--- src/matmul_cfg.svh ---
// size configuration of the matrix engine, include wherever the macros are needed
`ifndef MATMUL_CFG_SVH
`define MATMUL_CFG_SVH

// ====================
// element and word
// ====================

// element width, arithmetic is modulo 2^MM_ELEM_W
`define MM_ELEM_W 16

// elements per memory word, also the multiplier count
`define MM_LANES 4

// ====================
// matrix dimensions
// ====================

// C = A(MM_A_ROWS x MM_INNER) * B(MM_INNER x MM_B_COLS) + E
`define MM_A_ROWS 4
`define MM_INNER 8
`define MM_B_COLS 4

`endif
--- src/matmul_pkg.sv ---
// shared types and derived sizes of the matrix engine, imported by the RTL and the testbench
`default_nettype none

`include "matmul_cfg.svh"

package matmul_pkg;

    // ====================
    // data types
    // ====================
    typedef logic [`MM_ELEM_W-1:0] elem_t;

    // lane 0 sits in the low bits
    typedef elem_t [`MM_LANES-1:0] word_t;

    localparam int C_ELEMS = `MM_A_ROWS * `MM_B_COLS;

    typedef logic [$clog2(C_ELEMS)-1:0] c_idx_t;
    typedef logic [$clog2(`MM_A_ROWS * `MM_INNER / `MM_LANES)-1:0] a_addr_t;
    typedef logic [$clog2(`MM_INNER * `MM_B_COLS / `MM_LANES)-1:0] b_addr_t;

    // memory words per dot product
    localparam int WORDS_PER_DOT = `MM_INNER / `MM_LANES;

    // latency of the lanes and of the E buffer
    localparam int PIPE_DEPTH = 3;

    typedef enum logic [1:0] {IDLE, RUN, DRAIN, DONE} ctrl_state_t;

endpackage

`default_nettype wire

--- src/step_if.sv ---
// step tag bus from the sequencer to the lane array and the E buffer
`timescale 1ns/1ns
`default_nettype none

interface step_if
    import matmul_pkg::*;
();

    // one step is one memory word of a dot product
    logic   valid;
    logic   first;
    logic   last;
    // output element, row-major
    c_idx_t idx;

    modport seq (
        output valid,
        output first,
        output last,
        output idx
    );

    modport sink (
        input valid,
        input first,
        input last,
        input idx
    );

endinterface

`default_nettype wire

--- src/matmul_top.sv ---
// top level of the matrix engine, plain ports for operand memories, E load, C readout and control
`timescale 1ns/1ns
`default_nettype none

module matmul_top
    import matmul_pkg::*;
(
    input  wire logic    i_clk,
    input  wire logic    i_rst_n,
    input  wire logic    i_start,
    output logic         o_busy,
    output logic         o_done,
    output a_addr_t      o_a_addr,
    input  wire word_t   i_a_word,
    output b_addr_t      o_b_addr,
    input  wire word_t   i_b_word,
    input  wire logic    i_e_wen,
    input  wire c_idx_t  i_e_idx,
    input  wire elem_t   i_e_data,
    input  wire logic    i_c_en,
    input  wire c_idx_t  i_c_idx,
    output elem_t        o_c
);

    step_if step ();

    elem_t  lane_sum;
    logic   lane_valid;
    logic   lane_first;
    logic   lane_last;
    c_idx_t lane_idx;
    elem_t  e_elem;

    mm_ctrl u_ctrl (
        .i_clk    (i_clk),
        .i_rst_n  (i_rst_n),
        .i_start  (i_start),
        .o_a_addr (o_a_addr),
        .o_b_addr (o_b_addr),
        .o_busy   (o_busy),
        .o_done   (o_done),
        .step     (step.seq)
    );

    dot_lanes u_lanes (
        .i_clk    (i_clk),
        .i_rst_n  (i_rst_n),
        .i_a_word (i_a_word),
        .i_b_word (i_b_word),
        .step     (step.sink),
        .o_sum    (lane_sum),
        .o_valid  (lane_valid),
        .o_first  (lane_first),
        .o_last   (lane_last),
        .o_idx    (lane_idx)
    );

    e_buffer u_ebuf (
        .i_clk    (i_clk),
        .i_e_wen  (i_e_wen),
        .i_e_idx  (i_e_idx),
        .i_e_data (i_e_data),
        .step     (step.sink),
        .o_e      (e_elem)
    );

    result_acc u_acc (
        .i_clk    (i_clk),
        .i_rst_n  (i_rst_n),
        .i_sum    (lane_sum),
        .i_valid  (lane_valid),
        .i_first  (lane_first),
        .i_last   (lane_last),
        .i_idx    (lane_idx),
        .i_e      (e_elem),
        .i_c_en   (i_c_en),
        .i_c_idx  (i_c_idx),
        .o_c      (o_c)
    );

endmodule

`default_nettype wire

--- src/result_acc.sv ---
// combiner: accumulates lane sums, adds E and holds the C results for readout
`timescale 1ns/1ns
`default_nettype none

module result_acc
    import matmul_pkg::*;
(
    input  wire logic   i_clk,
    input  wire logic   i_rst_n,
    input  wire elem_t  i_sum,
    input  wire logic   i_valid,
    input  wire logic   i_first,
    input  wire logic   i_last,
    input  wire c_idx_t i_idx,
    input  wire elem_t  i_e,
    input  wire logic   i_c_en,
    input  wire c_idx_t i_c_idx,
    output elem_t       o_c
);

    elem_t acc_q;
    elem_t acc_next;
    elem_t c_mem [C_ELEMS];
    logic  wr_en;

    // first word starts a fresh dot product
    assign acc_next = i_first ? i_sum : acc_q + i_sum;
    assign wr_en    = i_valid && i_last;

    always_ff @(posedge i_clk) begin
        if (i_valid) begin
            acc_q <= acc_next;
        end
    end

    // ====================
    // C memory
    // ====================
    always_ff @(posedge i_clk) begin
        if (wr_en) begin
            c_mem[i_idx] <= acc_next + i_e;
        end
    end

    always_ff @(posedge i_clk) begin
        if (i_c_en) begin
            o_c <= c_mem[i_c_idx];
        end
    end

    // readout only between runs
    a_no_read_on_write: assert property (@(posedge i_clk) disable iff (!i_rst_n)
        !(i_c_en && wr_en));

endmodule

`default_nettype wire

--- src/e_buffer.sv ---
// E element store, loaded from outside and read out in step with the lane sums
`timescale 1ns/1ns
`default_nettype none

module e_buffer
    import matmul_pkg::*;
(
    input  wire logic   i_clk,
    input  wire logic   i_e_wen,
    input  wire c_idx_t i_e_idx,
    input  wire elem_t  i_e_data,
    step_if.sink        step,
    output elem_t       o_e
);

    elem_t e_mem [C_ELEMS];
    elem_t rd_q  [PIPE_DEPTH];

    always_ff @(posedge i_clk) begin
        if (i_e_wen) begin
            e_mem[i_e_idx] <= i_e_data;
        end
    end

    // read stage, then padding up to the lane latency
    always_ff @(posedge i_clk) begin
        rd_q[0] <= e_mem[step.idx];
        for (int k = 1; k < PIPE_DEPTH; k++) begin
            rd_q[k] <= rd_q[k-1];
        end
    end

    assign o_e = rd_q[PIPE_DEPTH-1];

    a_no_load_in_run: assert property (@(posedge i_clk)
        i_e_wen |-> !step.valid);

endmodule

`default_nettype wire

--- src/dot_lanes.sv ---
// multiplier lanes with a registered adder tree, one partial dot sum per step tag
`timescale 1ns/1ns
`default_nettype none

`include "matmul_cfg.svh"

module dot_lanes
    import matmul_pkg::*;
(
    input  wire logic  i_clk,
    input  wire logic  i_rst_n,
    input  wire word_t i_a_word,
    input  wire word_t i_b_word,
    step_if.sink       step,
    output elem_t      o_sum,
    output logic       o_valid,
    output logic       o_first,
    output logic       o_last,
    output c_idx_t     o_idx
);

    word_t                 a_q;
    word_t                 b_q;
    word_t                 prod_q;
    // heap order, node 0 is the root
    elem_t                 node [2*`MM_LANES-1];
    logic [PIPE_DEPTH-1:0] vld_q;
    logic [PIPE_DEPTH-1:0] first_q;
    logic [PIPE_DEPTH-1:0] last_q;
    c_idx_t                idx_q [PIPE_DEPTH];

    // operands, products, sum
    always_ff @(posedge i_clk) begin
        a_q <= i_a_word;
        b_q <= i_b_word;
        for (int l = 0; l < `MM_LANES; l++) begin
            prod_q[l] <= a_q[l] * b_q[l];
        end
        o_sum <= node[0];
    end

    for (genvar l = 0; l < `MM_LANES; l++) begin : g_leaf
        assign node[`MM_LANES-1+l] = prod_q[l];
    end

    for (genvar n = 0; n < `MM_LANES-1; n++) begin : g_node
        assign node[n] = node[2*n+1] + node[2*n+2];
    end

    // tag delay line, matches the three data stages
    always_ff @(posedge i_clk) begin
        if (!i_rst_n) begin
            vld_q <= '0;
        end else begin
            vld_q <= {vld_q[PIPE_DEPTH-2:0], step.valid};
        end
    end

    always_ff @(posedge i_clk) begin
        first_q  <= {first_q[PIPE_DEPTH-2:0], step.first};
        last_q   <= {last_q[PIPE_DEPTH-2:0], step.last};
        idx_q[0] <= step.idx;
        for (int k = 1; k < PIPE_DEPTH; k++) begin
            idx_q[k] <= idx_q[k-1];
        end
    end

    assign o_valid = vld_q[PIPE_DEPTH-1];
    assign o_first = first_q[PIPE_DEPTH-1];
    assign o_last  = last_q[PIPE_DEPTH-1];
    assign o_idx   = idx_q[PIPE_DEPTH-1];

endmodule

`default_nettype wire

--- src/mm_ctrl.sv ---
// run sequencer: walks all C elements, issues operand fetches and step tags, flags busy and done
`timescale 1ns/1ns
`default_nettype none

`include "matmul_cfg.svh"

module mm_ctrl
    import matmul_pkg::*;
(
    input  wire logic i_clk,
    input  wire logic i_rst_n,
    input  wire logic i_start,
    output a_addr_t   o_a_addr,
    output b_addr_t   o_b_addr,
    output logic      o_busy,
    output logic      o_done,
    step_if.seq       step
);

    localparam int ROW_W = $clog2(`MM_A_ROWS);
    localparam int COL_W = $clog2(`MM_B_COLS);
    localparam int WRD_W = $clog2(WORDS_PER_DOT);
    // done rises with the last C write
    localparam int DRAIN_LAST = PIPE_DEPTH + 1;
    localparam int DRN_W = $clog2(DRAIN_LAST + 1);

    ctrl_state_t      state;
    logic [ROW_W-1:0] row;
    logic [COL_W-1:0] col;
    logic [WRD_W-1:0] word;
    logic [DRN_W-1:0] drain_cnt;
    logic             issue;
    logic             final_step;
    logic             word_end;

    // tag of the word in flight from memory
    logic             pend_valid;
    logic             pend_first;
    logic             pend_last;
    c_idx_t           pend_idx;

    assign issue      = (state == IDLE && i_start) || state == RUN;
    assign word_end   = word == WRD_W'(WORDS_PER_DOT - 1);
    assign final_step = word_end && col == COL_W'(`MM_B_COLS - 1) &&
                        row == ROW_W'(`MM_A_ROWS - 1);

    // ====================
    // state machine
    // ====================
    always_ff @(posedge i_clk) begin
        if (!i_rst_n) begin
            state     <= IDLE;
            o_busy    <= 1'b0;
            o_done    <= 1'b0;
            drain_cnt <= '0;
        end else begin
            o_done <= 1'b0;
            case (state)
                IDLE: begin
                    if (i_start) begin
                        state  <= RUN;
                        o_busy <= 1'b1;
                    end
                end
                RUN: begin
                    if (final_step) begin
                        state     <= DRAIN;
                        drain_cnt <= '0;
                    end
                end
                DRAIN: begin
                    if (drain_cnt == DRN_W'(DRAIN_LAST)) begin
                        state  <= DONE;
                        o_done <= 1'b1;
                        o_busy <= 1'b0;
                    end else begin
                        drain_cnt <= drain_cnt + 1'b1;
                    end
                end
                default: begin
                    state <= IDLE;
                end
            endcase
        end
    end

    // ====================
    // walk and fetch
    // ====================
    // word fastest, then column, then row
    always_ff @(posedge i_clk) begin
        if (!i_rst_n) begin
            row        <= '0;
            col        <= '0;
            word       <= '0;
            o_a_addr   <= '0;
            o_b_addr   <= '0;
            pend_valid <= 1'b0;
        end else begin
            pend_valid <= issue;
            if (issue) begin
                o_a_addr <= a_addr_t'(row * WORDS_PER_DOT + word);
                o_b_addr <= b_addr_t'(col * WORDS_PER_DOT + word);
                if (word_end) begin
                    word <= '0;
                    if (col == COL_W'(`MM_B_COLS - 1)) begin
                        col <= '0;
                        row <= (row == ROW_W'(`MM_A_ROWS - 1)) ? '0 : row + 1'b1;
                    end else begin
                        col <= col + 1'b1;
                    end
                end else begin
                    word <= word + 1'b1;
                end
            end
        end
    end

    always_ff @(posedge i_clk) begin
        if (issue) begin
            pend_first <= word == '0;
            pend_last  <= word_end;
            pend_idx   <= c_idx_t'(row * `MM_B_COLS + col);
        end
    end

    // tag goes out with the word it describes
    always_ff @(posedge i_clk) begin
        if (!i_rst_n) begin
            step.valid <= 1'b0;
        end else begin
            step.valid <= pend_valid;
        end
    end

    always_ff @(posedge i_clk) begin
        step.first <= pend_first;
        step.last  <= pend_last;
        step.idx   <= pend_idx;
    end

    a_done_after_drain: assert property (@(posedge i_clk) disable iff (!i_rst_n)
        $rose(o_done) |-> $past(state) == DRAIN && $past(drain_cnt) == DRN_W'(DRAIN_LAST));

    a_no_tag_idle: assert property (@(posedge i_clk) disable iff (!i_rst_n)
        state == IDLE |-> !step.valid);

endmodule

`default_nettype wire

--- config.mk ---
export PLATFORM = sky130hd
export DESIGN_NAME = matmul_top
export DESIGN_NICKNAME = d
export VERILOG_FILES = /design/src/matmul_pkg.sv /design/src/step_if.sv /design/src/matmul_top.sv /design/src/result_acc.sv /design/src/e_buffer.sv /design/src/dot_lanes.sv /design/src/mm_ctrl.sv
export VERILOG_INCLUDE_DIRS = /design/src /design/src/src
export SDC_FILE = /design/constraint.sdc
export NUM_CORES = 2
export LEC_CHECK = 0
export BUFFER_PORTS_ARGS = -buffer_cell sky130_fd_sc_hd__buf_2
export CAP_MARGIN = 25
export CORE_ASPECT_RATIO = 1.2
export CORE_MARGIN = 1
export CORE_UTILIZATION = 48
export DETAILED_ROUTE_END_ITERATION = 16
export PLACE_DENSITY = 0.67
export SYNTH_ARGS = -nofsm -noshare
export SYNTH_HDL_FRONTEND = slang
export SYNTH_SLANG_ARGS = --single-unit
--- constraint.sdc ---
create_clock -name i_clk -period 5.41 [get_ports i_clk]
set_input_delay 0.2705 -clock i_clk [delete_from_list [all_inputs] [get_ports i_clk]]
set_output_delay 0.2705 -clock i_clk [all_outputs]
set_load 0.05 [all_outputs]
==> flow_summary.json <==
{
  "ys_seq_elements": 852,
  "synth_area_per_cell_um2": 13.5,
  "synth_top_family_by_area": "adder cells",
  "crit_top_cell": "fa_1",
  "worst_ep_arrival_time_ns": 5.69,
  "multiInputGateArea_um2": 20800,
  "path_class": "register to register",
  "end_kind": "register",
  "routabilityCongestion": 0.862,
  "hold_start": "i_c_en",
  "yosys.area.top_type_share_pct": 36.3,
  "synth_cells": 3369,
  "clock_path_buffers": 3,
  "dp_slack_ns": 0.158,
  "gr-total-overflow": 0,
  "via_per_inst": 5.12,
  "grt_use_total_pct": 21.6,
  "cp_slowest_cell": "fa_1",
  "hold_viol": 0,
  "irDropWorstVdd_uv": 475,
  "drt-total-wl_um": 98900,
  "grt_pass1_wl_um": 158000,
  "design.core.area_um2": 93700,
  "h-tree-depth": 3,
  "dpl.hpwl_um": 69500,
  "firstDrtPassIters": 5,
  "fin_tns_setup_ns": 0,
  "cts_tree": "built",
  "clkSlewWorstSetupHoldPaths_ns": 0.06,
  "dieArea_um2": 95900,
  "routedWlPerCell_um": 19.4,
  "status": "finished clean",
  "regArea_um2": 22600,
  "worst_pin_slew_ns": 1.00,
  "cp_max_fo": 12,
  "maxCapViolations": 0,
  "nNetsFinal": 4542,
  "p_leak_nw": 21.4,
  "synth_warnings": 0,
  "yosysSeqAreaShare_pct": 49.6,
  "drt-initial-drc-count": 1554,
  "crit_chain": "and2_1 -> fa_1 -> inv_1 -> fa_1 -> fa_1 -> fa_1 -> inv_1 -> fa_1 -> inv_1 -> fa_1 -> inv_1 -> ha_1 -> and2_1 -> o21ai_0 -> o31ai_1 -> nor2_1 -> a21oi_1 -> xnor2_1",
  "cts_root_buf": "clkbuf_16",
  "ys.flop_type": "edfxtp_1",
  "drive_gt1_share_pct": 16.4,
  "synth_common_cells": "550 x edfxtp_1, 472 x inv_1, 352 x fa_1",
  "grt_pass1_vias": 28500,
  "max_slew_margin_pct": 32.8,
  "synth_fa_ha_area_share_pct": 22.3,
  "finalSetupViolCount": 0,
  "fp-row-count": 123,
  "numCtsBuffers": 86,
  "cts_sinks": 852,
  "grt_max_degree": 46,
  "rsz0062_at_grt": "false",
  "yosys.area_share.simple_pct": 8.54,
  "finalCritPeriodShare_pct": 95.5,
  "netlist_area_um2": 45400,
  "synth_xor_xnor_area_share_pct": 3.91,
  "pwr_density_cell_nw_per_um2": 609,
  "io_pins": 181,
  "area_delta_synth_final_pct": 15.9,
  "ys_async_sr_fraction_pct": 0,
  "clock.fmax_mhz": 193,
  "hp-class": "primary input to register",
  "synthTopCellsByArea": "edfxtp_1 36%, fa_1 16%, dfxtp_1 13%",
  "drc_errors": 0,
  "regToRegStartpoint": "u_lanes.b_q[20]",
  "die_x_um": 283,
  "setup_ws_ns": 0.241,
  "finalMaxSlewViolations": 0,
  "synth_compound_area_share_pct": 2.76,
  "synth_edf_count": 550,
  "critPathMaxStageDelay_ns": 0.55,
  "worstSetupStartpointType": "register",
  "synth_cell_types": 61,
  "skew_ns": 0.0330,
  "postRouteAntennaNets": 0,
  "numPortBuffers": 180,
  "dieHeight_um": 339,
  "synth_top_cell_by_area": "edfxtp_1",
  "clkLatencyLatePin_ns": 0.66,
  "start_util_pct": 48.5,
  "layout_min_cycle_time_ns": 5.17,
  "syn_nets": 4126,
  "cts_setup_buffers": 0,
  "cp.required_ns": 5.93,
  "nFillCells": 7464,
  "synthMostInstantiatedCell": "edfxtp_1",
  "synth_mux_area_share_pct": 8.07,
  "antenna_found_initial": 6,
  "vias": 26100,
  "crit_path_start": "u_lanes.b_q[20]"
}
worst max-delay path, delay by kind of cell (launching register included):
kind / cells / cell delay, ns
DFF: 1 / 0.44
buffers and inverters: 4 / 0.19
and+or+nand+nor: 3 / 0.61
adders and majority gates: 7 / 3.30
xor gates and xnor gates: 1 / 0.13
AOI/OAI and AO/OA: 3 / 0.35
path summary, 6_finish.rpt:
| check | to | slack (ns) | cells past startpoint |
|---|---|---|---|
| worst max register to register | u_lanes.node[47] | 0.24 | 18 |
| worst min register to register | u_ebuf.rd_q[0][35] | 0.32 | 0 |
| worst min-delay path | u_acc.o_c[6] | 0.06 | 1 |
| worst max-delay path | u_lanes.node[47] | 0.24 | 18 |
through the flow:
stage	hold slack [ns]	power (mW)	instance area, um^2	util, %	cells
global route	0.0614	34.7	52700	56.2	5105
global placement	0.312	26.1	48300	51.6	4796
floorplan	0.298	22.0	45400	-	3369
finish	0.0613	32.1	52700	56.2	5105
detailed placement	0.312	26.3	48400	51.6	4800
CTS	0.0358	32.4	52700	56.2	5102
cells in the final DEF, fill, tap and decap left out, drive strengths merged, types with 120 or more instances in the layout:
cell type    netlist  layout
dlygate4sd3        0     147
nand2            316     316
fa               352     352
mux4             160     160
clkbuf            76     120
ha               248     248
buf               20     277
and2             283     283
dfxtp            302     302
edfxtp           550     550
xnor2            162     162
inv              472     480
what timing repair did:
item	CTS	global route
endpoints found under the setup margin	0	6
hold buffers	147	0
hold endpoints to repair	390	0
resized for setup	0	8
layer usage:
layer,part of all wire [%],GRT usage (%),wire (um)
met5,0.010,0,10
met4,3.1,7.56,3110
met3,4.4,2.81,4380
met2,53,39.3,52900
met1,39,26.1,38500
power breakdown:
part           internal [mW]  switching [mW]  total, mW
combinational           7.21            8.76       16.0
clock                   3.31            2.56       5.87
sequential              9.54           0.700       10.2
total                   20.1            12.0       32.1
state kept, by name, summed over array words and instances (netlist names), 4 cells and up:
name	cells
u_lanes.node	64
u_acc.c_mem	256
u_lanes.a_q	64
u_acc.o_c	16
u_acc.acc_q	16
u_lanes.b_q	64
u_ebuf.rd_q	48
step.idx	4
u_lanes.idx_q	12
u_ctrl.pend_idx	4
u_ebuf.e_mem	256
u_lanes.o_sum	16
logic make-up after synthesis:
kind of cell	count (synthesis)
flops	852
simple gates	780
fa+ha+maj	600
buf+inv	569
xor+xnor	203
compound gates	199
mux	166
final cells by class:
type / count / share of cell area (%)
Antenna cell: 3 / 0.0143
Multi-Input combinational cell: 1948 / 39.5
Timing Repair Buffer: 424 / 5.89
Sequential cell: 852 / 42.9
Tap cell: 1250 / 2.97
Clock inverter: 35 / 0.684
Clock buffer: 120 / 4.67
Inverter: 473 / 3.37
No activity file was read; power rests on OpenSTA's default activity.
